==> config.mk <==
export PLATFORM = sky130hd
export DESIGN_NAME = pcUnit
export DESIGN_NICKNAME = d
export VERILOG_FILES = /design/src/hw/rvPkg.sv /design/src/hw/pcUnit.sv
export SDC_FILE = /design/constraint.sdc
export NUM_CORES = 1
export LEC_CHECK = 0
export BUFFER_PORTS_ARGS = -buffer_cell sky130_fd_sc_hd__buf_2
export CORE_MARGIN = 4
export CORE_UTILIZATION = 60
export CTS_BUF_LIST = sky130_fd_sc_hd__clkbuf_2 sky130_fd_sc_hd__clkbuf_4 sky130_fd_sc_hd__clkbuf_8
export CTS_CLUSTER_SIZE = 16
export DETAILED_ROUTE_END_ITERATION = 8
export PLACE_DENSITY = 0.95
export SYNTH_ARGS = -nofsm -noshare
export SYNTH_HDL_FRONTEND = slang
export SYNTH_SLANG_ARGS = --single-unit
==> constraint.sdc <==
create_clock -name clk -period 7.34 [get_ports clk]
set_clock_uncertainty 0.15 [all_clocks]
set_input_delay 0.367 -clock clk [delete_from_list [all_inputs] [get_ports clk]]
set_output_delay 0.367 -clock clk [all_outputs]
set_load 0.01 [all_outputs]
==> src/hw/rvPkg.sv <==
`default_nettype none

package rvPkg;

	typedef logic [31:0] word_t;
	typedef logic [4:0] regAddr_t;

	typedef enum logic [6:0] {
		opOp     = 7'b0110011,
		opImm    = 7'b0010011,
		opLoad   = 7'b0000011,
		opStore  = 7'b0100011,
		opBranch = 7'b1100011,
		opSystem = 7'b1110011
	} opcode_e;

	typedef enum logic [2:0] {
		aluAdd,
		aluSub,
		aluAnd,
		aluOr,
		aluXor,
		aluSlt
	} aluOp_e;

	// same 32 bits, four decodings
	typedef union packed {
		struct packed {
			logic [6:0] funct7;
			regAddr_t rs2;
			regAddr_t rs1;
			logic [2:0] funct3;
			regAddr_t rd;
			logic [6:0] opcode;
		} rType;
		struct packed {
			logic [11:0] imm12;
			regAddr_t rs1;
			logic [2:0] funct3;
			regAddr_t rd;
			logic [6:0] opcode;
		} iType;
		struct packed {
			logic [6:0] immHi;
			regAddr_t rs2;
			regAddr_t rs1;
			logic [2:0] funct3;
			logic [4:0] immLo;
			logic [6:0] opcode;
		} sType;
		struct packed {
			logic imm12;
			logic [5:0] imm10to5;
			regAddr_t rs2;
			regAddr_t rs1;
			logic [2:0] funct3;
			logic [3:0] imm4to1;
			logic imm11;
			logic [6:0] opcode;
		} bType;
	} rvInstr_t;

endpackage

`default_nettype wire

==> src/hw/pcUnit.sv <==
`timescale 1ns/10ps
`default_nettype none

module pcUnit #(
	parameter rvPkg::word_t resetPc = 32'h0
) (
	input logic clk,
	input logic reset,
	input logic advance,
	input logic takeBranch,
	input rvPkg::word_t offset,
	output rvPkg::word_t pc
);

	always_ff @(posedge clk) begin
		if (reset) begin
			pc <= resetPc;
		end else if (advance) begin
			// branch target or next sequential word
			if (takeBranch) begin
				pc <= pc + offset;
			end else begin
				pc <= pc + 32'd4;
			end
		end
	end

endmodule

`default_nettype wire

Word level (Yosys, flattened, before mapping)
Cells that the tools add are included.
Storage, ports and cells
  register bits after elaboration: 32
  input bits: 36
  output and inout bits: 32
Operators by class
  $add $sub $neg: 2
  muxes and demuxes: 1
Operator list (number)
  $add A32 B3 Y32 const B: 1
  $add A32 B32 Y32: 1
  $mux W32: 1

Logic depth before layout (Yosys ltp)
  word-level depth: 2
  gate-level depth with buffers: 13
  mapped depth without buffers: 13

Worst setup path after synthesis
OpenSTA, ideal clock, no wires.
  kind: reg-to-reg
  start point: reg pc[4]
  end point: reg pc[27]
  library setup time: 86 ps
  arrival time: 2867 ps
  data required time: 7104 ps
  path slack: 4238 ps
  stages on the path, launching flop included: 12
  clock period less this slack: 3102 ps
  path through: dfxtp_1 ha_1 a21o_1 o21bai_2 o221a_2 o211ai_2 o2111ai_2 a221oi_2 o21a_2 nand2b_1 mux2_2 a211oi_1
Between the ends
  word-level cells in the longest chain between the ends: 2
Ends and longest elaborated chain
  from (decl): RTL line pcUnit.sv:12  | output rvPkg::word_t pc
  from (signal assigned): RTL line pcUnit.sv:17  | pc <= resetPc;
  from (signal assigned): RTL line pcUnit.sv:21  | pc <= pc + offset;
  from (signal assigned): RTL line pcUnit.sv:23  | pc <= pc + 32'd4;
  $add A32 B3 Y32 or $add A32 B32 Y32 (tied branches): RTL line pcUnit.sv:23, pcUnit.sv:21
  $mux W32 *: RTL line pcUnit.sv:20  | if (takeBranch) begin
Mark *: on every way between the ends. The rest lies on a longest branch, timed or not.
A chain may end at the register's enable or synchronous reset.

Final worst setup path
  start point: reg pc[0]
  end point: reg pc[24]
Same word-level chain as after synthesis.

==> results.py <==
metrics = {
    "outcome": {
        "status": "completed",
    },
    "logic_synthesis": {
        "synth_simple_gate_area_share": 0.212,
        "synth.mux.area_fraction": 0.0255,
        "synthAdderAreaFrac": 0.122,
        "synth-compound-area-share": 0.358,
        "synth_fp_nets": 536,
        "ys.flop_type": "dfxtp_1",
        "synthCells": 467,
        "syn_area_um2": 3430,
        "synth-edff-count": 0,
        "seq_area_frac_synth": 0.187,
        "synthArstFlopShare": 0,
        "synth_top_family_by_area": "compound AO/OA/AOI/OAI gates",
        "yosys_warnings": 0,
        "synth_cell_types": 61,
        "synth_seq_cells": 32,
        "syn_avg_cell_area_um2": 7.35,
        "synthXorXnorAreaFrac": 0.0510,
    },
    "finish": {
        "finish.instance_area_um2": 3850,
        "diodes": 0,
        "top_register": "pc",
        "final_cell_mix": "buf_2 (67), a21oi_1 (52), nand2_1 (43)",
        "largest_register_ffs": 32,
        "nFillCells": 466,
        "final_util": 0.696,
        "final_common_cell": "buf_2",
        "drive_gt1_frac": 0.197,
        "area_growth_pct": 12.2,
        "stdcell_count": 589,
        "finalNetCount": 585,
        "reg.largest.list": "pc x32",
    },
    "timing": {
        "setup_viol": 0,
        "worst_slew_pin_slew_ps": 1090,
        "finalSetupTns_ps": 0,
        "final.period_utilization": 0.483,
        "setup_ws_ps": 3790,
        "hold_viol": 0,
        "period_needed_ps": 3550,
        "drv_slew": 0,
        "rsz0062_at_grt": "no",
        "maxSlewHeadroom": 0.272,
        "clock.fmax_mhz": 282,
    },
    "clock_network": {
        "holdBufCountCts": 0,
        "clk_latency_ps": 300,
        "root_buffer": "clkbuf_8",
        "path_clk_slew_ps": 70,
        "cts_tree": "built",
        "cts_buffers": 5,
        "clkSinkCount": 32,
        "cts-resized-gates": 0,
        "cts_setup_buffers": 0,
        "clk_path_buf_depth": 2,
        "htreeDepth": 2,
    },
    "setup_path": {
        "critical_path_class": "flip-flop to flip-flop",
        "path_max_fanout": 4,
        "reg2reg_depth": 13,
        "required_ps": 7350,
        "arrival_ps": 3560,
        "cp-start-kind": "flip-flop",
        "crit_path_end_kind": "flip-flop",
    },
    "global_route": {
        "grt_max_degree": 71,
        "grt_use_total": 0.266,
        "grt_pass1_vias": 3715,
        "overflow": 0,
        "grt_pass1_wl_um": 16200,
        "antenna_found_initial": 0,
    },
    "worst_hold_path": {
        "min_path_cells": 4,
        "hp-class": "primary input to flip-flop",
    },
    "detailed_routing": {
        "via_per_inst": 6.50,
        "wl_um": 9460,
        "drcViolationCount": 0,
        "postRouteAntennaNets": 0,
        "vias": 3826,
        "dr.pass1.iters": 5,
        "wl_per_cell_um": 16.1,
        "drtIter0Drc": 295,
    },
    "placed_design": {
        "dp_hpwl_um": 6860,
        "dp_cells": 581,
        "dpl_cell_area_um2": 3760,
        "portBuffers": 67,
        "dp_worst_setup_slack_ps": 3830,
        "place_congestion": 0.903,
    },
    "floorplan": {
        "dieArea_um2": 7000,
        "design.core.area_um2": 5540,
        "fp.dieW_um": 83.6,
        "num_io_pins": 68,
        "initial_utilization": 0.620,
        "floorplan.die.height_um": 83.6,
        "rows": 27,
    },
    "run": {
        "drv_cap": 0,
    },
    "power": {
        "p_leak_nw": 1.77,
        "peakVddDrop_uv": 117,
        "power_density_nw_per_um2": 156,
    },
}
cell type report:
cell class                 instances  area (um2)  area share
timing repair buffer              67         335      0.0870
clock buffer                       8        97.6      0.0253
multi-input combinational        397        2640       0.685
sequential                        32         641       0.166
inverter                          13        48.8      0.0127
tap                               72        90.1      0.0234
report_power, final:
group	switching [W]	leakage, nW	internal, W
registers	0.0000214	0.264	0.000188
clock network	0.0000708	0.0523	0.0000839
logic	0.000132	1.46	0.000106
synth_stat cells, types with 11 or more instances:
cell | n | area [um2]
a21oi_1 | 52 | 260
nor2_1 | 42 | 158
nor3_1 | 11 | 55.1
o21ai_0 | 33 | 165
dfxtp_1 | 32 | 641
a211oi_1 | 17 | 128
nand2_1 | 43 | 161
xnor2_1 | 12 | 105
a21o_1 | 17 | 128
clkbuf_1 | 21 | 78.8
inv_1 | 13 | 48.8
ha_1 | 32 | 400
stage by stage:
stage	power, W	hold slack (ps)
finish	0.000602	324
global route	0.000641	331
CTS	0.000599	323
floorplan	0.000386	346
global placement	0.000436	314
detailed placement	0.000445	329
worst max-delay path, stage by stage (launching register included):
cell and delay (ps):
dfxtp_1 360, ha_1 200, inv_1 60, fa_1 410
nor2b_1 170, o2111ai_1 150, a21boi_0 440, o21ai_0 240
a21oi_1 230, o221ai_1 240, o311ai_0 380, o41ai_1 150
a21oi_1 190, nor2_1 50
path summary, 6_finish.rpt:
path / from / end / slack, ps
max reg2reg: pc[0] / pc[24] / 3790
min reg2reg: pc[0] / pc[0] / 340
max: pc[0] / pc[24] / 3790
min: offset[0] / pc[0] / 320
kinds of logic after synthesis:
logic type	Yosys count
adder cells (fa/ha/maj)	33
buffers and inverters	38
multiplexers	8
XOR/XNOR	20
AND/OR/NAND/NOR	152
flip-flops	32
AO/OA/AOI/OAI	184
per-layer routing:
layer / global-route usage / vias up / share of wire
li1: - / 1845 / -
met1: 0.316 / 1791 / 0.41
met2: 0.474 / 174 / 0.49
met3: 0.0563 / 16 / 0.075
met4: 0.0877 / 0 / 0.017
met5: 0 / - / 0
Power figures use the tool's default switching activity.
