--- src/hw/rvPkg.sv ---
`default_nettype none

package rvPkg;

	typedef logic [31:0] word_t;
	typedef logic [4:0] regAddr_t;

	typedef enum logic [6:0] {
		opOp     = 7'b0110011,
		opImm    = 7'b0010011,
		opLoad   = 7'b0000011,
		opStore  = 7'b0100011,
		opBranch = 7'b1100011,
		opSystem = 7'b1110011
	} opcode_e;

	typedef enum logic [2:0] {
		aluAdd,
		aluSub,
		aluAnd,
		aluOr,
		aluXor,
		aluSlt
	} aluOp_e;

	// same 32 bits, four decodings
	typedef union packed {
		struct packed {
			logic [6:0] funct7;
			regAddr_t rs2;
			regAddr_t rs1;
			logic [2:0] funct3;
			regAddr_t rd;
			logic [6:0] opcode;
		} rType;
		struct packed {
			logic [11:0] imm12;
			regAddr_t rs1;
			logic [2:0] funct3;
			regAddr_t rd;
			logic [6:0] opcode;
		} iType;
		struct packed {
			logic [6:0] immHi;
			regAddr_t rs2;
			regAddr_t rs1;
			logic [2:0] funct3;
			logic [4:0] immLo;
			logic [6:0] opcode;
		} sType;
		struct packed {
			logic imm12;
			logic [5:0] imm10to5;
			regAddr_t rs2;
			regAddr_t rs1;
			logic [2:0] funct3;
			logic [3:0] imm4to1;
			logic imm11;
			logic [6:0] opcode;
		} bType;
	} rvInstr_t;

endpackage

`default_nettype wire

--- src/hw/regFile.sv ---
`timescale 1ns/10ps
`default_nettype none

module regFile (
	input logic clk,
	input logic reset,
	input logic we,
	input rvPkg::regAddr_t waddr,
	input rvPkg::regAddr_t raddr1,
	input rvPkg::regAddr_t raddr2,
	input rvPkg::word_t wdata,
	output rvPkg::word_t rdata1,
	output rvPkg::word_t rdata2
);
	import rvPkg::*;

	// x0 has no storage
	word_t regs [1:31];

	always_ff @(posedge clk) begin
		if (reset) begin
			for (int i = 1; i < 32; i++) begin
				regs[i] <= '0;
			end
		end else if (we && waddr != '0) begin
			regs[waddr] <= wdata;
		end
	end

	assign rdata1 = (raddr1 == '0) ? '0 : regs[raddr1];
	assign rdata2 = (raddr2 == '0) ? '0 : regs[raddr2];

endmodule

`default_nettype wire

--- config.mk ---
export PLATFORM = sky130hd
export DESIGN_NAME = regFile
export DESIGN_NICKNAME = d
export VERILOG_FILES = /design/src/hw/rvPkg.sv /design/src/hw/regFile.sv
export SDC_FILE = /design/constraint.sdc
export NUM_CORES = 2
export LEC_CHECK = 0
export BUFFER_PORTS_ARGS = -buffer_cell sky130_fd_sc_hd__buf_2
export CAP_MARGIN = 10
export CORE_MARGIN = 2
export CORE_UTILIZATION = 25
export CTS_CLUSTER_SIZE = 12
export DETAILED_ROUTE_END_ITERATION = 16
export SKIP_CTS_REPAIR_TIMING = 1
export SYNTH_ARGS = -nofsm -noshare
export SYNTH_HDL_FRONTEND = slang
export SYNTH_SLANG_ARGS = --single-unit
--- constraint.sdc ---
create_clock -name clk -period 2.7 [get_ports clk]
set_input_delay 0.405 -clock clk [delete_from_list [all_inputs] [get_ports clk]]
set_output_delay 0.405 -clock clk [all_outputs]
set_load 0.05 [all_outputs]
Word-level counts from Yosys, hierarchy flattened
Memories as Yosys holds them, arrays and structs flattened. Index checks and enable logic that the tools add are counted.

Add/sub/neg operators: 0. Magnitude comparators: 0. Bitwise logic cells: 0. Reductions and logical operators: 5. Equality and inequality tests: 0. Multiply operators: 0. Mux-type cells: 10. Divide/modulo/power cells: 0. Shift-type cells: 0.

Operators by type and width (number): $mux 32 (3); $reduce_or 32->1 (1); $logic_not 5->1 (2); $mux 1 (6); $mux 5 (1); $reduce_bool 5->1 (1); $logic_and 1x1->1 (1).

Input port bits: 50. Memory bits (read-only): 0. RAM bits: 992. Bits in latches: 0. Register bits: 0. Memories: 1.

Memory list: regs (depth 31, bits a word 32, read ports 2, clocked after Yosys merged registers in 0, write ports 31, RTL line regFile.sv:18) `word_t regs [1:31];`.

Logic depth before layout (Yosys ltp)
Depth after elaboration: 7. Depth in mapped cells: 9. Depth with buffers taken out: 4.

Worst setup path after synthesis
Ideal clock, no wire load.

Kind: input to output. From: input raddr2[0]. To: output rdata2[30]. Buffers on the path: 3. Arrival time: 3.726 ns. Cell stages on the path: 6. Path slack: -1.431 ns. Cells stage by stage: clkbuf_2 -> buf_6 -> buf_4 -> mux4_2 -> mux2i_1 -> a2111oi_0.

Longest elaborated chain between the ends: 2. Elaborated cells between the ends (all ways): 3. Classes of those cells: mux: 1; reduce/logical: 1; memory: 1.

Ends and longest elaborated chain: from (decl) (RTL line regFile.sv:10) `input rvPkg::regAddr_t raddr2,`; $mem_v2 31x32 / $logic_not 5->1 (equally long branches); $mux 32 (*) (RTL line regFile.sv:31) `assign rdata2 = (raddr2 == '0) ? '0 : regs[raddr2];`; to (decl) (RTL line regFile.sv:13) `output rvPkg::word_t rdata2`.

Mark *: on every way between the ends. The rest lies on a longest branch, timed or not.

==> results.sh <==
export IMPL_status="complete, but fails checks"
export IMPL_violations="setup timing"
export IMPL_synth_compound_area_share_pct=5.39
export IMPL_syn_area_sq_um=54600
export IMPL_synth_warnings=0
export IMPL_fmax_mhz=334
export IMPL_syn_mean_instance_area_sq_um=14.5
export IMPL_ys_types=44
export IMPL_hp_start="wdata[0]"
export IMPL_dr_first_iter_drc_count=6197
export IMPL_final_cells=7120
export IMPL_drive_above_1_share_pct=36.0
export IMPL_hp_class="in -> reg"
export IMPL_wl_per_cell_um=30.8
export IMPL_dpl_cell_count=6874
export IMPL_port_buffers=113
export IMPL_cp_max_fo=2
export IMPL_crit_type="reg -> out"
export IMPL_p_leak_nw=24.7
export IMPL_synth_xor_xnor_area_share_pct=0
export IMPL_cp_required_ns=2.30
export IMPL_largest_register="regs"
export IMPL_cp_end_kind="output port"
export IMPL_ys_flop_type="edfxtp_1"
export IMPL_grtUsageTotal_pct=18.9
export IMPL_finalNetCount=4228
export IMPL_vias=38500
export IMPL_slew_viol_final=0
export IMPL_core_sq_um=217000
export IMPL_synth_edff_count=1024
export IMPL_drv_cap=0
export IMPL_grt_pass1_wl_um=297000
export IMPL_cts_made_buffers=109
export IMPL_use_met2_pct=30.0
export IMPL_cts_sinks=1024
export IMPL_ant_nets=0
export IMPL_wirelength_um=219000
export IMPL_critPathArrivalTime_ns=2.59
export IMPL_grt_overflow_total=0
export IMPL_relSlewSlack_pct=30.1
export IMPL_synthMuxAreaShare_pct=21.3
export IMPL_ys_ff_latch=1024
export IMPL_std_cell_rows=171
export IMPL_fp_dieH_um=471
export IMPL_syn_inst=3765
export IMPL_utilization_pct=32.1
export IMPL_cp_startpoint="regs[11][27]"
export IMPL_finalHoldViolCount=0
export IMPL_ys_seq_area_share_pct=56.3
export IMPL_yosys_area_share_adder_pct=0
export IMPL_synth_simple_area_share_pct=13.7
export IMPL_synth_top_family_by_area="multiplexers"
export IMPL_first_pass_iters=5
export IMPL_min_period_ns=3.00
export IMPL_grt_pass1_vias=37700
export IMPL_final_common_cell="edfxtp_1"
export IMPL_setup_ws_ns=-0.296
export IMPL_grt_use_met1_pct=24.6
export IMPL_largest_register_ffs=1024
export IMPL_routabilityCongestion=0.862
export IMPL_start_util_pct=25.2
export IMPL_antenna_found_initial=37
export IMPL_setup_violations=63
export IMPL_root_buffer="clkbuf_16"
export IMPL_drcViolationCount=0
export IMPL_ios=114
export IMPL_async_flop_share_pct=0
export IMPL_dieArea_sq_um=222000
export IMPL_power_density_nw_per_um2=582
export IMPL_cp_start_kind="flop"
export IMPL_biggestRegsByFlops="regs: 1024 flops"
export IMPL_rsz0062_at_grt="yes"
export IMPL_dp_hpwl_um=137000
export IMPL_die_w_um=471
export IMPL_routed_via_density=5.40
export IMPL_grt_max_degree=47
export IMPL_area_growth_pct=27.7
export IMPL_worst_pin_slew_ns=1.04
export IMPL_finalCritPeriodShare_pct=111
export IMPL_layout_common_cells="edfxtp_1 (1024), and2_1 (993), buf_4 (429)"
export IMPL_n_fill_cell=21000
export IMPL_tritoncts="built"
export IMPL_grt_busiest_layer="met2"
export IMPL_use_met3_pct=4.12
export IMPL_path_clk_slew_ns=0.06
export IMPL_clock_path_buffers=3
export IMPL_h_tree_depth=3
export IMPL_ir_drop_mv=0.544
## routing by layer
layer,wire [um],vias up
met5,31,-
met4,10300,6
met3,24100,534
met2,101000,2672
met1,83200,20000
li1,-,15300
## final cells by class
class,count,area (sq um),area share (%)
inverter,1,3.75,0.00538
antenna,18,45.0,0.0646
timing repair buffer,678,7120,10.2
sequential,1024,30700,44.1
clock inverter,47,452,0.647
clock buffer,134,2860,4.10
tap,2854,3570,5.12
multi-input combinational,2364,25000,35.8
## where the power goes
part / internal [W] / switching [W]
Sequential: 0.0184 / 0.000488
Clock: 0.00828 / 0.00650
Combinational: 0.00304 / 0.00393
## worst max-delay path: stages, from the launching register on
cell,delay (ns)
edfxtp_1,0.43
mux4_2,0.48
a22o_4,0.28
a2111oi_4,0.21
buf_4,0.20
nor3_4,0.05
buf_6,0.17
## path summary, 6_finish.rpt
check,end,depth (start not counted),slack (ns)
max,rdata2[27],6,-0.30
min,regs[0][0],1,0.14
## cells by family after synthesis
kind of cell    count (synthesis)
simple gates                 1213
mux                           712
compound gates                407
flops                        1024
other cells                     1
buf+inv                       408
## metrics by stage
stage                     TNS (ns)  power, W  cell area (sq um)  hold WS [ns]  setup slack (ns)
after floorplan             -0.158    0.0224              55400         0.504           -0.0986
after global placement      -17.21    0.0252              63700         0.897            -0.548
final                       -10.17    0.0406              69800         0.136            -0.296
after detailed placement    -17.63    0.0253              63700         0.907            -0.562
after global routing        -13.70    0.0415              69800         0.136            -0.358
after CTS                   -26.88    0.0399              67000         0.108            -0.789
## synthesized netlist by cell type (2+ instances only)
master / n / share of area, %
a2111oi_0: 23 / 0.37
a2111oi_1: 32 / 0.59
a211oi_1: 47 / 0.65
a21oi_1: 56 / 0.51
a221o_1: 2 / 0.037
a221oi_1: 4 / 0.064
a22o_1: 51 / 0.82
a22oi_1: 104 / 1.4
and2_1: 995 / 11
and3_1: 3 / 0.034
buf_1: 8 / 0.055
buf_2: 56 / 0.51
buf_4: 21 / 0.29
buf_6: 19 / 0.39
clkbuf_1: 302 / 2.1
edfxtp_1: 1024 / 56
mux2_2: 34 / 0.70
mux2i_1: 322 / 5.9
mux4_2: 356 / 15
nand2_1: 6 / 0.041
nand2b_1: 3 / 0.034
nand3_1: 4 / 0.037
nand3b_1: 5 / 0.069
nor2_1: 37 / 0.25
nor2b_1: 56 / 0.64
nor3_1: 26 / 0.24
nor4_1: 33 / 0.38
nor4b_1: 2 / 0.032
o21ai_0: 26 / 0.24
o21ai_1: 10 / 0.092
o22ai_1: 51 / 0.58
or2_2: 32 / 0.37
or3_1: 2 / 0.023
or3b_2: 3 / 0.048
Note: power is estimated with default switching activity, not from simulation.
