--- src/hw/rvPkg.sv ---
`default_nettype none

package rvPkg;

	typedef logic [31:0] word_t;
	typedef logic [4:0] regAddr_t;

	typedef enum logic [6:0] {
		opOp     = 7'b0110011,
		opImm    = 7'b0010011,
		opLoad   = 7'b0000011,
		opStore  = 7'b0100011,
		opBranch = 7'b1100011,
		opSystem = 7'b1110011
	} opcode_e;

	typedef enum logic [2:0] {
		aluAdd,
		aluSub,
		aluAnd,
		aluOr,
		aluXor,
		aluSlt
	} aluOp_e;

	// same 32 bits, four decodings
	typedef union packed {
		struct packed {
			logic [6:0] funct7;
			regAddr_t rs2;
			regAddr_t rs1;
			logic [2:0] funct3;
			regAddr_t rd;
			logic [6:0] opcode;
		} rType;
		struct packed {
			logic [11:0] imm12;
			regAddr_t rs1;
			logic [2:0] funct3;
			regAddr_t rd;
			logic [6:0] opcode;
		} iType;
		struct packed {
			logic [6:0] immHi;
			regAddr_t rs2;
			regAddr_t rs1;
			logic [2:0] funct3;
			logic [4:0] immLo;
			logic [6:0] opcode;
		} sType;
		struct packed {
			logic imm12;
			logic [5:0] imm10to5;
			regAddr_t rs2;
			regAddr_t rs1;
			logic [2:0] funct3;
			logic [3:0] imm4to1;
			logic imm11;
			logic [6:0] opcode;
		} bType;
	} rvInstr_t;

endpackage

`default_nettype wire

--- src/hw/ctrlIf.sv ---
`timescale 1ns/10ps
`default_nettype none

interface ctrlIf;
	import rvPkg::*;

	aluOp_e aluOp;
	logic aluSrcImm;
	logic memWrite;
	logic memToReg;
	logic regWrite;
	logic branch;
	// BNE when set, BEQ otherwise
	logic branchNe;
	word_t imm;

	modport decoder (
		output aluOp, aluSrcImm, memWrite, memToReg, regWrite, branch, branchNe, imm
	);

	modport datapath (
		input aluOp, aluSrcImm, memWrite, memToReg, regWrite, branch, branchNe, imm
	);

endinterface

`default_nettype wire

--- src/hw/instrDecoder.sv ---
`timescale 1ns/10ps
`default_nettype none

module instrDecoder (
	input rvPkg::rvInstr_t instr,
	ctrlIf.decoder ctrl,
	output logic isEbreak
);
	import rvPkg::*;

	word_t iImm;
	word_t sImm;
	word_t bImm;

	// only ADD/SLT/XOR/OR/AND slots, shifts and SLTU are not supported
	function automatic logic funct3Known(input logic [2:0] funct3);
		return funct3 inside {3'b000, 3'b010, 3'b100, 3'b110, 3'b111};
	endfunction

	function automatic aluOp_e funct3ToAluOp(input logic [2:0] funct3, input logic isSub);
		case (funct3)
			3'b000: return isSub ? aluSub : aluAdd;
			3'b010: return aluSlt;
			3'b100: return aluXor;
			3'b110: return aluOr;
			3'b111: return aluAnd;
			default: return aluAdd;
		endcase
	endfunction

	assign iImm = {{20{instr.iType.imm12[11]}}, instr.iType.imm12};
	assign sImm = {{20{instr.sType.immHi[6]}}, instr.sType.immHi, instr.sType.immLo};
	assign bImm = {{19{instr.bType.imm12}}, instr.bType.imm12, instr.bType.imm11,
		instr.bType.imm10to5, instr.bType.imm4to1, 1'b0};

	always_comb begin
		ctrl.aluOp = aluAdd;
		ctrl.aluSrcImm = 1'b0;
		ctrl.memWrite = 1'b0;
		ctrl.memToReg = 1'b0;
		ctrl.regWrite = 1'b0;
		ctrl.branch = 1'b0;
		ctrl.branchNe = 1'b0;
		ctrl.imm = '0;
		isEbreak = 1'b0;
		case (instr.rType.opcode)
			opOp: begin
				ctrl.aluOp = funct3ToAluOp(instr.rType.funct3, instr.rType.funct7[5]);
				// funct7 must be zero, or SUB's pattern on the add slot
				ctrl.regWrite = funct3Known(instr.rType.funct3) &&
					(instr.rType.funct7 == 7'b0000000 ||
					(instr.rType.funct7 == 7'b0100000 && instr.rType.funct3 == 3'b000));
			end
			opImm: begin
				ctrl.aluOp = funct3ToAluOp(instr.iType.funct3, 1'b0);
				ctrl.aluSrcImm = 1'b1;
				ctrl.imm = iImm;
				ctrl.regWrite = funct3Known(instr.iType.funct3);
			end
			opLoad: begin
				ctrl.aluSrcImm = 1'b1;
				ctrl.imm = iImm;
				ctrl.memToReg = 1'b1;
				ctrl.regWrite = instr.iType.funct3 == 3'b010;
			end
			opStore: begin
				ctrl.aluSrcImm = 1'b1;
				ctrl.imm = sImm;
				ctrl.memWrite = instr.sType.funct3 == 3'b010;
			end
			opBranch: begin
				// compare by subtraction, zero flag decides
				ctrl.aluOp = aluSub;
				ctrl.imm = bImm;
				ctrl.branch = instr.bType.funct3[2:1] == 2'b00;
				ctrl.branchNe = instr.bType.funct3[0];
			end
			opSystem: begin
				isEbreak = instr.iType.imm12 == 12'h001 && instr.iType.rs1 == '0 &&
					instr.iType.funct3 == 3'b000 && instr.iType.rd == '0;
			end
			default: begin
				// unknown opcode, no enables
			end
		endcase
	end

endmodule

`default_nettype wire

--- src/flat_wrapper.sv ---
// flat-port wrapper written by rule: the top's interface ports become plain ports
module instrDecoder_flat import rvPkg::*;
  (instr, isEbreak, ctrl_aluOp, ctrl_aluSrcImm, ctrl_memWrite, ctrl_memToReg, ctrl_regWrite, ctrl_branch, ctrl_branchNe, ctrl_imm);
  ctrlIf ctrl_i ();
  input rvPkg::rvInstr_t instr;
  output logic isEbreak;
  output wire logic [$bits(ctrl_i.aluOp)-1:0] ctrl_aluOp;
  output wire logic [$bits(ctrl_i.aluSrcImm)-1:0] ctrl_aluSrcImm;
  output wire logic [$bits(ctrl_i.memWrite)-1:0] ctrl_memWrite;
  output wire logic [$bits(ctrl_i.memToReg)-1:0] ctrl_memToReg;
  output wire logic [$bits(ctrl_i.regWrite)-1:0] ctrl_regWrite;
  output wire logic [$bits(ctrl_i.branch)-1:0] ctrl_branch;
  output wire logic [$bits(ctrl_i.branchNe)-1:0] ctrl_branchNe;
  output wire logic [$bits(ctrl_i.imm)-1:0] ctrl_imm;
  assign ctrl_aluOp = ctrl_i.aluOp;
  assign ctrl_aluSrcImm = ctrl_i.aluSrcImm;
  assign ctrl_memWrite = ctrl_i.memWrite;
  assign ctrl_memToReg = ctrl_i.memToReg;
  assign ctrl_regWrite = ctrl_i.regWrite;
  assign ctrl_branch = ctrl_i.branch;
  assign ctrl_branchNe = ctrl_i.branchNe;
  assign ctrl_imm = ctrl_i.imm;
  instrDecoder u_core (.instr(instr), .ctrl(ctrl_i), .isEbreak(isEbreak));
endmodule
--- config.mk ---
export PLATFORM = sky130hd
export DESIGN_NAME = instrDecoder_flat
export DESIGN_NICKNAME = d
export VERILOG_FILES = /design/src/hw/rvPkg.sv /design/src/hw/ctrlIf.sv /design/src/hw/instrDecoder.sv /design/src/flat_wrapper.sv
export SDC_FILE = /design/constraint.sdc
export NUM_CORES = 1
export LEC_CHECK = 0
export ABC_AREA = 1
export BUFFER_PORTS_ARGS = -buffer_cell sky130_fd_sc_hd__buf_4
export CAP_MARGIN = 25
export CORE_ASPECT_RATIO = 1.25
export CORE_MARGIN = 8
export CORE_UTILIZATION = 32
export DETAILED_ROUTE_END_ITERATION = 6
export PLACE_DENSITY_LB_ADDON = 0.12
export SLEW_MARGIN = 20
export SYNTH_ARGS = -nofsm -noshare
export SYNTH_HDL_FRONTEND = slang
export SYNTH_SLANG_ARGS = --single-unit
--- constraint.sdc ---
create_clock -name vclk -period 1.8
set_input_delay 0.27 -clock vclk [all_inputs]
set_output_delay 0.27 -clock vclk [all_outputs]
set_load 0.03 [all_outputs]
# Word-level counts from Yosys, hierarchy flattened
# Cells that the tools add are included.
# classes
muxes	12
n_eq_ne	12
n_reduce_logical	14
# ops
operator	count
$pmux 32 s3	1
$eq 7x6->1 const B	3
$pmux 3 s5	1
$eq 7x7->1 const B	2
$eq 12x1->1 const B	1
$pmux 3 s4	1
$logic_not 5->1	2
$eq 3x3->1 const B	3
$pmux 3 s3	1
$eq 7x2->1 const B	1
$eq 7x5->1 const B	1
$logic_not 7->1	1
$mux 1	7
$logic_and 1x1->1	5
$reduce_bool 5->1	1
$eq 3x2->1 const B	1
$logic_not 3->1	1
$pmux 1 s3	1
$reduce_or 3->1	1
$logic_not 2->1	1
$reduce_or 2->1	1
$logic_or 1x1->1	1
# word_totals
word_cells	38
regBits	0
out_inout_bits	42

# Logic depth before layout (Yosys ltp)
# logic_depth
depth_word	5
ltp_mapped	8

# Worst setup path after synthesis
# OpenSTA, ideal clock, no wires.
# synth_timing
path_kind	input to output
start	input instr[1] (netlist name)
end	output ctrl_imm[13]
required_ps	1530
path_slack_ps	-501
cell_stages	7
n_path_buf	1
arrival_time_ps	2031
path_cell_list	nand2_1 -> inv_1 -> nand2_1 -> nor2_4 -> a21oi_4 -> nor2_1 -> buf_4
# synth_via
elab_chain_len	3
# synth_rtl
element	line	source
start, declared	flat_wrapper.sv:5	input rvPkg::rvInstr_t instr;
$eq 7x2->1 or $eq 7x5->1 (tied branches)	n/a	
$reduce_or 2->1 (no source line)	n/a	
$pmux 32 s3 *	instrDecoder.sv:46	case (instr.rType.opcode)
end, declared	flat_wrapper.sv:14	output wire logic [$bits(ctrl_i.imm)-1:0] ctrl_imm;
# Every way passes the cells marked *; elsewhere a longest branch is shown, timed or not.

# Worst setup path after layout
# layout_timing
start	input instr[2] (netlist name)
end	output ctrl_memWrite
# layout_via
elab_chain_len	2
# layout_rtl
element	line	source
$eq 7x6->1	instrDecoder.sv:46	
$mux 1	instrDecoder.sv:46	
end, declared	flat_wrapper.sv:9	output wire logic [$bits(ctrl_i.memWrite)-1:0] ctrl_memWrite;
# Every way passes these cells.

==> metrics.md <==
| Metric | Value |
|---|---|
| Worst Path Arrival | `1310 ps` |
| FFs & Latches | `0` |
| DRC viols | `0` |
| I/O Buffers | `between 70 and 80` |
| Synthesized area | `between 600 and 700 um^2` |
| Final Hold Viols | `0` |
| CP startpoint kind | `primary input` |
| Worst Setup End Kind | `output port` |
| Initial antenna violation count | `0` |
| DRT Pass-1 Iters | `4` |
| Simple logic cell fraction of the synthesized area | `0.584` |
| Remaining antenna violation count | `0` |
| Die W | `approximately 56 um` |
| Pre-CTS setup slack | `slightly below 200 ps` |
| Detail-routed via count per cell | `approximately 4.6` |
| Compound-Gate Fraction of Synth Area | `0.0578` |
| ANT cells | `0` |
| Seq. cell area | `0 um^2` |
| Post-CTS setup buffer count | `0` |
| Worst Hold Class | `in -> out` |
| Register area share after synthesis | `0` |
| Vias | `923` |
| Cell accounting for the most synthesized area | `buf_4` |
| Worst-margin pin slew | `between 300 and 400 ps` |
| Ys Warns | `0` |
| Post-synthesis net count | `about 160` |
| Max rail drop VDD | `roughly 0.067 mV` |
| WS Path Type | `in -> out` |
| Synth Area in XOR/XNOR | `0` |
| Combinational family with the most area after synthesis | `simple AND/OR/NAND/NOR gates` |
| I/O Pins | `74` |
| Final setup margin | `~220 ps` |
| Drt wl/cell | `approximately 12 um` |
| GPL Wtd Cong | `between 0.7 and 0.8` |
| Multi-input logic area | `410 um^2` |
| Leakage power | `around 0.66 nW` |
| Site Rows | `18` |
| Synthesized instance count | `around 120` |
| F_max | `632 MHz` |
| Chip Height | `65.5 um` |
| Core region area | `~1900 um^2` |
| Count of final setup violators | `0` |
| Status | `completed` |
| Final min period | `between 1500 and 2000 ps` |
| Layout filler cell count | `210` |
| Nets | `215` |
| Die ar. | `3650 um^2` |
| Most common cell in the netlist | `nor2_1` |
| Largest net degree at the start of global routing | `21` |
| Post-synthesis mux area share | `0` |
| Period utilization | `0.879` |
| WP data required | `roughly 1500 ps` |
| Initial Util | `0.328` |
| Vias in the first global route | `just under 900` |
| Clkbuf count | `0` |
| DP HPWL | `2140 um` |
| Fin Hold WS | `845 ps` |
| Cts hold-fix bufs | `0` |
| Adder-cell share of the synthesized area | `0` |
| Yosys cell types | `15` |
| RSZ-0062 raised after global routing | `false` |
| Layout cell share with drive strength beyond 1 | `0.497` |
| Post-CTS sizing | `0` |
| Top cells by area, synth | `buf_4 (24%), nor2_1 (17%), nand2_1 (14%)` |
| P&R area growth vs syn | `74.5%` |
| Number of max-cap violations | `0` |
| DRT iter0 DRCs | `32` |
| CP max FO | `6` |
| PwrDens | `approximately 140 nW/um^2` |
| WL final | `2360 um` |
| First-pass GRT wire length | `between 3000 and 4000 um` |
| Setup tns final | `0 ps` |
| Gr usage total | `0.117` |
| Final Max Slew Viols | `0` |
| Syn_area_per_cell | `about 5 um^2` |
| Power Total | `0.152 mW` |
| Post-synth top cells | `nor2_1 (28), nand2_1 (23), buf_4 (20)` |
| Max transition margin | `0.757` |
| GRT overflow | `0` |
| Yosys top cell area share | `0.239` |
critical path, stage by stage:
cell	delay, ps
buf_4	110
inv_1	40
nand2_1	80
nor2_4	170
buf_4	180
nand3_2	100
nor3_1	160
buf_4	190
kinds of logic (layout without fill, tap and decap cells):
family | after synthesis | after routing
buf+inv | 40 | 98
simple gates | 78 | 78
compound gates | 5 | 5
layout make-up:
type,count,share of cell area
inverter,20,0.0685
multi-input combinational,83,0.374
tap,20,0.0228
timing repair buffer,78,0.534
per-layer routing:
layer	GRT usage	wire length [um]	vias up
met5	0	0	-
met4	0.00926	18	0
met3	0.0347	255	2
met2	0.236	1270	53
met1	0.117	816	389
li1	-	-	479
layout by cell type, fill, tap and decap left out, drive strengths merged:
| cell | count |
|---|---|
| buf | 78 |
| nor2 | 31 |
| nor3 | 2 |
| nand3b | 2 |
| a21oi | 1 |
| nand3 | 15 |
| inv | 20 |
| o21ai | 4 |
| nand4 | 3 |
| nand2 | 25 |
through the flow:
stage / cells / area, um^2 / util
6_report: 201 / 1100 / 0.573
5_1_grt: 201 / 1100 / 0.573
4_1_cts: 201 / 1100 / 0.573
3_5_place_dp: 201 / 1100 / 0.573
3_3_place_gp: 201 / 1100 / 0.573
2_1_floorplan: 123 / 636 / -
power by group:
group	total, mW	internal [mW]	switching (mW)
combinational	0.152	0.0729	0.0788
sequential	0	0	0
clock	0	0	0
total	0.152	0.0729	0.0788
final timing paths:
kind                       from       endpoint  slack (ps)  depth (start not counted)
worst max-delay path   instr[2]  ctrl_memWrite         220                          8
worst min-delay path  instr[14]  ctrl_memWrite         850                          3
(Power assumes the default switching activity.)
