--- src/hw/rvPkg.sv ---
`default_nettype none

package rvPkg;

	typedef logic [31:0] word_t;
	typedef logic [4:0] regAddr_t;

	typedef enum logic [6:0] {
		opOp     = 7'b0110011,
		opImm    = 7'b0010011,
		opLoad   = 7'b0000011,
		opStore  = 7'b0100011,
		opBranch = 7'b1100011,
		opSystem = 7'b1110011
	} opcode_e;

	typedef enum logic [2:0] {
		aluAdd,
		aluSub,
		aluAnd,
		aluOr,
		aluXor,
		aluSlt
	} aluOp_e;

	// same 32 bits, four decodings
	typedef union packed {
		struct packed {
			logic [6:0] funct7;
			regAddr_t rs2;
			regAddr_t rs1;
			logic [2:0] funct3;
			regAddr_t rd;
			logic [6:0] opcode;
		} rType;
		struct packed {
			logic [11:0] imm12;
			regAddr_t rs1;
			logic [2:0] funct3;
			regAddr_t rd;
			logic [6:0] opcode;
		} iType;
		struct packed {
			logic [6:0] immHi;
			regAddr_t rs2;
			regAddr_t rs1;
			logic [2:0] funct3;
			logic [4:0] immLo;
			logic [6:0] opcode;
		} sType;
		struct packed {
			logic imm12;
			logic [5:0] imm10to5;
			regAddr_t rs2;
			regAddr_t rs1;
			logic [2:0] funct3;
			logic [3:0] imm4to1;
			logic imm11;
			logic [6:0] opcode;
		} bType;
	} rvInstr_t;

endpackage

`default_nettype wire

--- src/hw/alu.sv ---
`timescale 1ns/10ps
`default_nettype none

module alu (
	input rvPkg::aluOp_e op,
	input rvPkg::word_t a,
	input rvPkg::word_t b,
	output rvPkg::word_t result,
	output logic zero
);
	import rvPkg::*;

	always_comb begin
		case (op)
			aluAdd: result = a + b;
			aluSub: result = a - b;
			aluAnd: result = a & b;
			aluOr: result = a | b;
			aluXor: result = a ^ b;
			// signed compare
			aluSlt: result = ($signed(a) < $signed(b)) ? 32'd1 : 32'd0;
			default: result = '0;
		endcase
	end

	// branches read this after a subtract
	assign zero = (result == '0);

endmodule

`default_nettype wire

--- config.mk ---
export PLATFORM = sky130hd
export DESIGN_NAME = alu
export DESIGN_NICKNAME = d
export VERILOG_FILES = /design/src/hw/rvPkg.sv /design/src/hw/alu.sv
export SDC_FILE = /design/constraint.sdc
export NUM_CORES = 1
export LEC_CHECK = 0
export BUFFER_PORTS_ARGS = -buffer_cell sky130_fd_sc_hd__buf_2
export CORE_AREA = 2 2 136 138
export DETAILED_ROUTE_END_ITERATION = 6
export DIE_AREA = 0 0 138 140
export PLACE_DENSITY_LB_ADDON = 0.25
export SYNTH_ARGS = -nofsm -noshare
export SYNTH_HDL_FRONTEND = slang
export SYNTH_SLANG_ARGS = --single-unit
--- constraint.sdc ---
create_clock -name vclk -period 4.3
set_input_delay 0.43 -clock vclk [all_inputs]
set_output_delay 0.43 -clock vclk [all_outputs]
set_load 0.01 [all_outputs]
==> Word-level counts from Yosys, hierarchy flattened <==
Index checks and enable logic that the tools add are counted.
{ "op_classes": {"n_bitwise": 3, "eq_ne": 5, "n_reduce_logical": 2, "magnitude_cmp": 1, "n_addsub": 2, "muxes": 2, "n_div": 0, "shift": 0, "n_mul": 0} }
{ "op_table": {"columns": ["operator", "count"], "rows": [
  ["32-bit case mux with 6 select lines", 1],
  ["32-bit adder", 1],
  ["32-bit AND", 1],
  ["32-bit logical NOT", 1],
  ["32-bit less-than comparator", 1],
  ["32-bit OR", 1],
  ["32-bit subtractor", 1],
  ["32-bit XOR", 1],
  ["3-bit by 2-bit equality test with 1-bit output, second input constant", 2],
  ["3-bit equality test, second input constant", 2],
  ["3-bit by 1-bit equality test with 1-bit output, second input constant", 1],
  ["3-bit logical NOT", 1],
  ["1-bit two-way mux", 1]
]} }
{ "word_totals": {"output_inout_bits": 33, "ram_bits": 0, "reg_bits": 0, "wordCells": 15, "latchBits": 0, "inputBits": 67, "romBits": 0, "memories": 0} }

==> Logic depth before layout (Yosys ltp) <==
Gate-level depths: netlist (run 1).
{ "logic_depth": {"word_depth": 4, "depth_mapped": 14, "ltp_nobuf": 14} }

==> Least setup slack after synthesis (run 1) <==
OpenSTA, ideal clock, no wires.
{ "synth_timing": {"path_type": "input port to output port", "start": "input port a[12]", "end": "output port zero", "arrival_ps": 3570, "n_path_buf": 1, "t_required_ps": 3870, "setup_slack_ps": 300, "cell_stages": 14, "path_cell_list": "inv_1 -> ha_1 -> buf_6 -> or4_4 -> or4_4 -> o211ai_2 -> a21oi_2 -> a21oi_2 -> nor4b_1 -> or3_4 -> or2_0 -> nor4_1 -> nand4_1 -> nor4_2"} }
{ "synth_between": {"word_cells_on_any_way": 9, "cone_classes": "add/sub: 2; order compare: 1; mux: 2; bitwise: 3; reduce/logical: 1"} }
{ "synth_lines": {"columns": ["item", "line", "text"], "rows": [
  ["start: declaration", "alu.sv:6", "input rvPkg::word_t a,"],
  ["32-bit subtractor or 32-bit adder (tied branches)", "alu.sv:16, alu.sv:15", null],
  ["32-bit case mux with 6 select lines (*)", "alu.sv:14", "case (op)"],
  ["net result[28]", "alu.sv:8", "output rvPkg::word_t result,"],
  ["32-bit logical NOT (*)", "alu.sv:27", "assign zero = (result == '0);"],
  ["end: declaration", "alu.sv:9", "output logic zero"]
]} }
Mark *: on every way through the listed nets, which the timed path passes. The rest lies on a longest branch.

==> Worst setup path in the final report (run 1) <==
{ "layout_timing": {"start": "input port a[1]", "end": "output port zero"} }
{ "layout_between": {"elab_chain_cells": 4, "word_cells_on_any_way": 9, "cone_classes": "add/sub: 2; order compare: 1; mux: 2; bitwise: 3; reduce/logical: 1"} }
{ "layout_rtl": {"columns": ["item", "line", "text"], "rows": [
  ["32-bit less-than comparator", "alu.sv:21", "aluSlt: result = ($signed(a) < $signed(b)) ? 32'd1 : 32'd0;"],
  ["1-bit two-way mux", "alu.sv:21", null],
  ["32-bit case mux with 6 select lines (*)", "alu.sv:14", null],
  ["32-bit logical NOT (*)", "alu.sv:27", null]
]} }
Every way passes the cells marked *; elsewhere a longest branch is shown, timed or not.

==> flow_metrics.tcl, run 1 <==
set metrics [dict create \
    status "finished, violations left" \
    violations "setup timing" \
    antenna_cells 0 \
    worstPathRequired_ns 3.87 \
    seq_area_um2 0 \
    fin_cells 1293 \
    drt_iter0_markers 613 \
    relSlewSlack 0.447 \
    synthToLayoutAreaGrowth_pct 31.6 \
    grt_overflow_total 0 \
    leakage_nw 3.63 \
    crit_type "in -> out" \
    drtAntennaViolNets 0 \
    nNetsFinal 1236 \
    drc_errors 0 \
    syn_area_per_cell_um2 6.44 \
    netlist_instances 877 \
    cp.arrival_ns 3.87 \
    chipHeight_um 140 \
    io_pins 100 \
    synth_cell_types 75 \
    dieArea_um2 19300 \
    fin_area_um2 7430 \
    grt_use_total 0.221 \
    syn-cell-area_um2 5650 \
    grt_max_degree 23 \
    drt_first_pass_iters 5 \
    fmax_ghz 0.233 \
    min_path_type "in -> out" \
    ys_warn_count 0 \
    gp_congestion 0.972 \
    port_buffers 100 \
    hold_violations 0 \
    cp-end-kind "output port" \
    num_vias 7318 \
    grt_pass1_vias 6844 \
    grt_pass1_wl_um 36000 \
    avgViaCountPerCell 5.66 \
    power.density_nw_per_um2 148 \
    initial_core_util 0.318 \
    tightest_slew_ns 0.827 \
    fillers 1946 \
    ctsHoldBuffers 0 \
    antenna_found_initial 0 \
    fp.dieW_um 138 \
    wl_per_cell_um 17.6 \
    finalSetupViolCount 1 \
    start_kind "input pin" \
    ys_seq_area_frac 0 \
    place_inst 1288 \
    path_max_fanout 3 \
    maxCapViolCount 0 \
    core_um2 17800 \
    worst_slack_ns -0.000924 \
    detailed_place_hpwl_um 18500 \
    clkbuf_count 0 \
    peakVddDrop_mv 0.0860 \
    finalMaxSlewViolations 0 \
    wl_um 22700 \
    placed_area_um2 7220 \
    min_period_ns 4.30 \
    synth_nets 1047 \
    seq_cell_count 0 \
    drive_gt1_frac 0.268 \
    num_rows 49 \
    finalCritPeriodShare 1.00 \
    grt_setup_unrepaired "true" \
]
[cell usage in the layout (no fill, tap or decap), types with 10 or more instances in the layout]
master and count:
buf_4 135, xnor2_1 12, o21ai_0 53, nor2_1 72, o31ai_1 12, buf_2 100, a21oi_1 97, nand4_1 14
o211ai_1 25, o21a_1 11, ha_1 96, a31oi_1 10, inv_1 105, nand3_1 16, a211oi_1 16, a21o_1 11
nor3_1 25, nand2_1 64
[cell families after synthesis]
| kind of cell | Yosys count | synth area share |
|---|---|---|
| mux | 11 | 0.0199 |
| compound gates | 337 | 0.397 |
| fa+ha+maj | 103 | 0.231 |
| simple gates | 258 | 0.226 |
| buf+inv | 155 | 0.106 |
| xor+xnor | 13 | 0.0202 |
[per-layer routing]
metal	track usage	wire length, um	up-vias
li1	-	-	3591
met1	0.319	10700	3374
met2	0.366	10100	313
met3	0.0154	1550	40
met4	0.0365	396	0
met5	0	0	-
[layout make-up]
type                       count  area (um2)  area share
tap                          229         287      0.0386
inverter                     107         402      0.0540
multi-input combinational    722        5230       0.704
timing repair buffer         235        1510       0.204
[synth_stat cells, drive strengths merged (4+ instances only)]
cell,number,area [um2]
a2111oi,6,58.8
a211o,8,70.1
a211oi,20,150
a21boi,4,30.0
a21o,11,82.6
a21oi,101,513
a221oi,4,35.0
a31oi,11,68.8
and3,5,31.3
buf,9,47.5
clkbuf,39,148
ha,101,1260
inv,106,398
mux2i,9,90.1
nand2,65,244
nand2b,8,50.1
nand3,16,80.1
nand4,14,87.6
nor2,72,270
nor2b,8,50.1
nor3,25,125
nor4,14,93.8
nor4b,5,43.8
o211a,9,90.1
o211ai,26,200
o21a,11,82.6
o21ai,57,285
o21bai,7,52.6
o221ai,5,43.8
o22ai,8,50.1
o311ai,4,35.0
o31a,5,43.8
o31ai,12,90.1
o41ai,4,35.0
or2,8,50.1
or4,6,53.8
xnor2,12,105
[power by group]
group / switching [mW] / leakage, nW / internal (mW)
combinational: 0.634 / 3.63 / 0.467
sequential: 0 / 0 / 0
clock: 0 / 0 / 0
[worst paths after layout]
path / start / end / slack (ns) / cells past startpoint
min: b[7] / result[7] / 1.50 / 5
max: a[1] / zero / -0.0009 / 16
[through the flow]
| step | power (mW) | util | setup TNS, ns | worst slack [ns] | hold WS, ns |
|---|---|---|---|---|---|
| final | 1.10 | 0.418 | -0.000924 | -0.000924 | 1.50 |
| after global routing | 1.20 | 0.418 | -0.150 | -0.150 | 1.56 |
| after floorplan | 0.604 | - | 0 | 0.300 | 1.18 |
| after global placement | 1.04 | 0.406 | -0.221 | -0.221 | 1.51 |
| after CTS | 1.06 | 0.412 | 0 | 0.00115 | 1.51 |
| after detailed placement | 1.04 | 0.406 | -0.218 | -0.218 | 1.51 |
[critical path, stage by stage]
cell and delay [ns]:
buf_2 0.11, inv_1 0.06, ha_1 0.33, a211o_1 0.32, a211oi_2 0.23, buf_4 0.15
o31a_1 0.20, a311oi_2 0.13, xnor2_1 0.16, nor2_1 0.05, a211o_1 0.29, or4bb_1 0.53
nor4_2 0.34, nand4_1 0.20, nor4_2 0.16, buf_2 0.16
[repair_timing]
item                                    4_1_cts  5_1_grt
endpoints found under the setup margin        1        2
pin swaps                                    12        7
gates resized for setup                      19       18
setup buffers                                 4        1
cloned                                        0        0
(Power assumes the default switching activity.)
==> inputs of run 2 (changes only) <==
- GPL_TIMING_DRIVEN: not set -> 0
==> run 2 against run 1 <==
Against the previous run:
- the run now ends clean
- setup slack improved by 0.013 ns
- combinational power about the same
- clock-buffer cell count unchanged
- sequential share of layout area did not move
- critical endpoint unchanged
==> flow_metrics.tcl, run 2 (synthesis results as in run 1) <==
set metrics [dict create \
    status "complete, no violations" \
    cp-end-kind "output port" \
    hold_end "result[0]" \
    setup_tns_ns 0 \
    chipHeight_um 140 \
    core_um2 17800 \
    cp-startpoint "b[15]" \
    grt_pass1_vias 6830 \
    fmax_ghz 0.233 \
    grt_util_met1 0.324 \
    peakVddDrop_mv 0.0700 \
    leakage_nw 3.37 \
    grt_use_met2 0.382 \
    drc_errors 0 \
    final_cell_mix "buf_2, inv_1, a21oi_1" \
    fp.dieW_um 138 \
    num_rows 49 \
    fillers 1926 \
    min_path_type "in -> out" \
    drt_first_pass_iters 5 \
    detailed_place_hpwl_um 18900 \
    avgViaCountPerCell 6.00 \
    wl_um 24900 \
    grt_use_total 0.237 \
    finalCritPeriodShare 0.997 \
    antenna_found_initial 0 \
    power.density_nw_per_um2 151 \
    nNetsFinal 1181 \
    grt_pass1_wl_um 37500 \
    antenna_cells 0 \
    num_vias 7434 \
    cp_slowest_cell "or4_4" \
    drtAntennaViolNets 0 \
    ctsHoldBuffers 0 \
    top_usage_layer "met2" \
    final_common_cell "buf_2" \
    start_kind "input pin" \
    cp.arrival_ns 3.86 \
    grt_setup_unrepaired "true" \
    tightest_slew_ns 0.904 \
    grt_max_degree 20 \
    wl_per_cell_um 20.1 \
    seq_area_um2 0 \
    relSlewSlack 0.395 \
    cp_slowest_stage_delay_ns 0.56 \
    crit_chain "buf_8 > inv_6 > ha_4 > or4_4 > or4_4 > o211ai_2 > a21oi_2 > a21oi_2 > nor4b_2 > or3_4 > or2_4 > nor4_4 > nand4_1 > nor4_2 > buf_2" \
    synthToLayoutAreaGrowth_pct 32.8 \
    clkbuf_count 0 \
    maxCapViolCount 0 \
    holdCritStartpoint "b[0]" \
    finalMaxSlewViolations 0 \
    cp_top_family "simple AND/OR/NAND/NOR gates" \
    fin_area_um2 7500 \
    finalSetupViolCount 0 \
    min_period_ns 4.29 \
    crit_buf_inv 3 \
    grt_use_met3 0.0427 \
    worstPathRequired_ns 3.87 \
    hold_violations 0 \
    gp_congestion 0.957 \
    placed_area_um2 6430 \
    drive_gt1_frac 0.277 \
    crit_type "in -> out" \
    seq_cell_count 0 \
    drt_iter0_markers 746 \
    dieArea_um2 19300 \
    port_buffers 99 \
    min_path_cells 6 \
    io_pins 100 \
    grt_overflow_total 0 \
    path_max_fanout 4 \
    initial_core_util 0.318 \
]
## run 2: cell types whose count changed in the layout (fill, tap and decap cells not counted), moves of 7 or more
cell / before / now
a21oi_2: 4 / 13
buf_4: 135 / 46
clkbuf_2: 0 / 11
o21ai_1: 3 / 11
inv_1: 105 / 91
o21ai_0: 53 / 43
inv_2: 1 / 9
ha_1: 96 / 81
clkbuf_1: 0 / 13
buf_6: 0 / 10
buf_2: 100 / 93
a21oi_1: 97 / 86
ha_4: 3 / 14
## run 2: through the flow
stage / setup WS (ns) / cells / util / power [mW] / hold slack (ns)
2_1_floorplan: 0.300 / 877 / - / 0.604 / 1.18
3_3_place_gp: -1.07 / 1205 / 0.362 / 0.897 / 1.51
3_5_place_dp: -1.10 / 1205 / 0.362 / 0.899 / 1.52
4_1_cts: -0.0120 / 1227 / 0.402 / 1.03 / 1.49
5_1_grt: -0.0838 / 1238 / 0.422 / 1.22 / 1.54
6_report: 0.0122 / 1238 / 0.422 / 1.13 / 1.51
## run 2: area by class of cell
| type | instances | area [um2] | area share |
|---|---|---|---|
| Multi-Input combinational cell | 722 | 5680 | 0.757 |
| Timing Repair Buffer | 141 | 882 | 0.118 |
| Inverter | 107 | 420 | 0.0561 |
| Tap cell | 229 | 287 | 0.0382 |
| Buffer | 39 | 231 | 0.0309 |
## run 2: timing repair
item / CTS / global route
setup buffers: 29 / 13
cloned: 0 / 0
resized for setup: 129 / 74
pin swaps: 49 / 38
endpoints found under the setup margin: 9 / 1
## run 2: tightest hold or removal path, delay by kind of cell
family / cells / cell delay, ns
adder cells (fa/ha/maj): 1 / 0.14
buffers and inverters: 3 / 0.32
AO/OA/AOI/OAI: 2 / 0.18
## run 2: worst max path at each step
stage	slack, ns	depth (start not counted)	end
after floorplan	0.30	14	zero
after global placement	-1.07	14	zero
after detailed placement	-1.10	14	zero
after CTS	-0.01	15	zero
after global routing	-0.08	15	zero
final	0.01	15	zero
## run 2: report_power, final
part           switching [mW]  leakage (nW)  internal [mW]  total (mW)
clock network               0             0              0           0
logic                   0.685          3.37          0.445        1.13
registers                   0             0              0           0
total                   0.685          3.37          0.445        1.13
## run 2: routing by layer
metal,share of wire,routed length [um],vias up
li1,-,-,3481
met1,0.43,10700,3497
met2,0.44,11000,396
met3,0.096,2400,60
met4,0.031,767,0
met5,0,0,-
==> inputs of run 3 (changes only) <==
==> constraint.sdc (replaced) <==
create_clock -name vclk -period 4.3
set_input_delay 0.86 -clock vclk [all_inputs]
set_output_delay 0.86 -clock vclk [all_outputs]
set_load 0.01 [all_outputs]
==> run 3 against run 2 <==
Against the previous run:
- the run now ends with setup timing left
- design area rose by 12%
- critical path depth did not move
- fmax fell by 17%
- global-route usage rose by 0.89 points
- wire length rose by 3.3%
- setup slack got worse by 0.90 ns
- sequential share of layout area did not move
- first-iteration DRC count fell by 6.7%
==> flow_metrics.tcl, run 3 (synthesis results as in run 1) <==
set metrics [dict create \
    status "finished, violations left" \
    violations "setup timing" \
    dieArea_um2 19300 \
    power.density_nw_per_um2 157 \
    path_common_cell "nor4_2" \
    fp.dieW_um 138 \
    finalPower_mw 1.32 \
    start_kind "input pin" \
    synthToLayoutAreaGrowth_pct 49.2 \
    num_rows 49 \
    detailed_place_hpwl_um 19100 \
    drt_first_pass_iters 6 \
    cp.arrival_ns 4.33 \
    maxCapViolCount 0 \
    port_buffers 99 \
    tightest_slew_ns 0.873 \
    place_inst 1205 \
    grt_pass1_wl_um 39200 \
    grt_max_degree 11 \
    path_max_fanout 3 \
    drive_gt1_frac 0.355 \
    met2_length_um 11600 \
    fin_cells 1278 \
    fmax_ghz 0.193 \
    drc_errors 0 \
    grt_overflow_total 0 \
    cp_slowest_stage_delay_ns 0.52 \
    antenna_cells 0 \
    min_path_type "in -> out" \
    drt_iter0_markers 696 \
    finalCritPeriodShare 1.21 \
    wl_met1_um 11200 \
    min_period_ns 5.19 \
    relSlewSlack 0.416 \
    initial_core_util 0.318 \
    worstPathRequired_ns 3.44 \
    seq_cell_count 0 \
    chipHeight_um 140 \
    wl_per_cell_um 20.1 \
    final_cell_mix "inv_1, ha_1, a21oi_1" \
    crit_type "in -> out" \
    grt_use_total 0.245 \
    cp-end-kind "output port" \
    grt_pass1_vias 7196 \
    peakVddDrop_mv 0.0862 \
    utilization 0.474 \
    gp_congestion 1.01 \
    drtAntennaViolNets 0 \
    grt_setup_unrepaired "true" \
    leakage_nw 3.71 \
    worst_slack_ns -0.887 \
    io_pins 100 \
    seq_area_um2 0 \
    wl_um 25700 \
    finalSetupViolCount 13 \
    hold_violations 0 \
    crit_chain "buf_8 > ha_4 > buf_6 > a211o_4 > a211oi_4 > o31a_1 > a311oi_2 > xnor2_1 > nor2_1 > a211o_1 > or4bb_1 > nor4_2 > nand4_1 > nor4_2 > buf_2" \
    antenna_found_initial 0 \
    clkbuf_count 0 \
    finalMaxSlewViolations 0 \
    cp_slowest_cell "or4bb_1" \
    avgViaCountPerCell 5.95 \
    topRoutingLayerUsed "met4" \
    wl_met3_um 2020 \
    nNetsFinal 1221 \
    core_um2 17800 \
    num_vias 7601 \
]
run 3: cell count changes in the layout (fill, tap and decap cells not counted), sizes merged:
cell,previous run,this run
clkbuf,29,30
buf,151,190
run 3: power by group:
part / total (mW) / internal [mW] / switching [mW] / leakage, nW
sequential: 0 / 0 / 0 / 0
combinational: 1.32 / 0.566 / 0.755 / 3.71
clock: 0 / 0 / 0 / 0
total: 1.32 / 0.566 / 0.755 / 3.71
run 3: routing by layer:
metal | GRT usage | up-vias
met3 | 0.0256 | 68
li1 | - | 3567
met4 | 0.0585 | 0
met2 | 0.410 | 428
met1 | 0.340 | 3538
met5 | 0 | -
run 3: layout make-up:
class	instances	area (um2)
plain buffers	44	307
fillers	1834	9350
repair buffers	176	1350
well taps	229	287
multi-input cells	722	6030
inverters	107	453
run 3: metrics by stage:
step / hold WS [ns] / cell area [um2] / setup WS [ns] / setup TNS (ns)
floorplan: 2.04 / 5800 / -0.394 / -0.394
CTS: 2.31 / 7540 / -0.854 / -3.35
finish: 2.43 / 8430 / -0.887 / -3.86
global placement: 2.38 / 6590 / -2.12 / -17.70
global route: 2.45 / 8430 / -0.992 / -4.82
detailed placement: 2.38 / 6590 / -2.03 / -16.53
run 3: final timing paths:
| kind | from | end | slack [ns] | cells past startpoint |
|---|---|---|---|---|
| setup / recovery | a[0] | zero | -0.89 | 15 |
| hold / removal | b[7] | result[7] | 2.43 | 5 |
run 3: critical path: cells and delay by family:
family	cells	cell delay, ns
buffers and inverters	3	0.39
adders and majority gates	1	0.16
AOI/OAI and AO/OA	5	1.38
xor gates and xnor gates	1	0.22
and+or+nand+nor	5	1.31
run 3: repair_timing:
| item | CTS | global route |
|---|---|---|
| pin swaps | 50 | 60 |
| gates resized for setup | 165 | 171 |
| endpoints found under the setup margin | 27 | 19 |
| setup buffers | 42 | 38 |
| hold buffers | 0 | 0 |
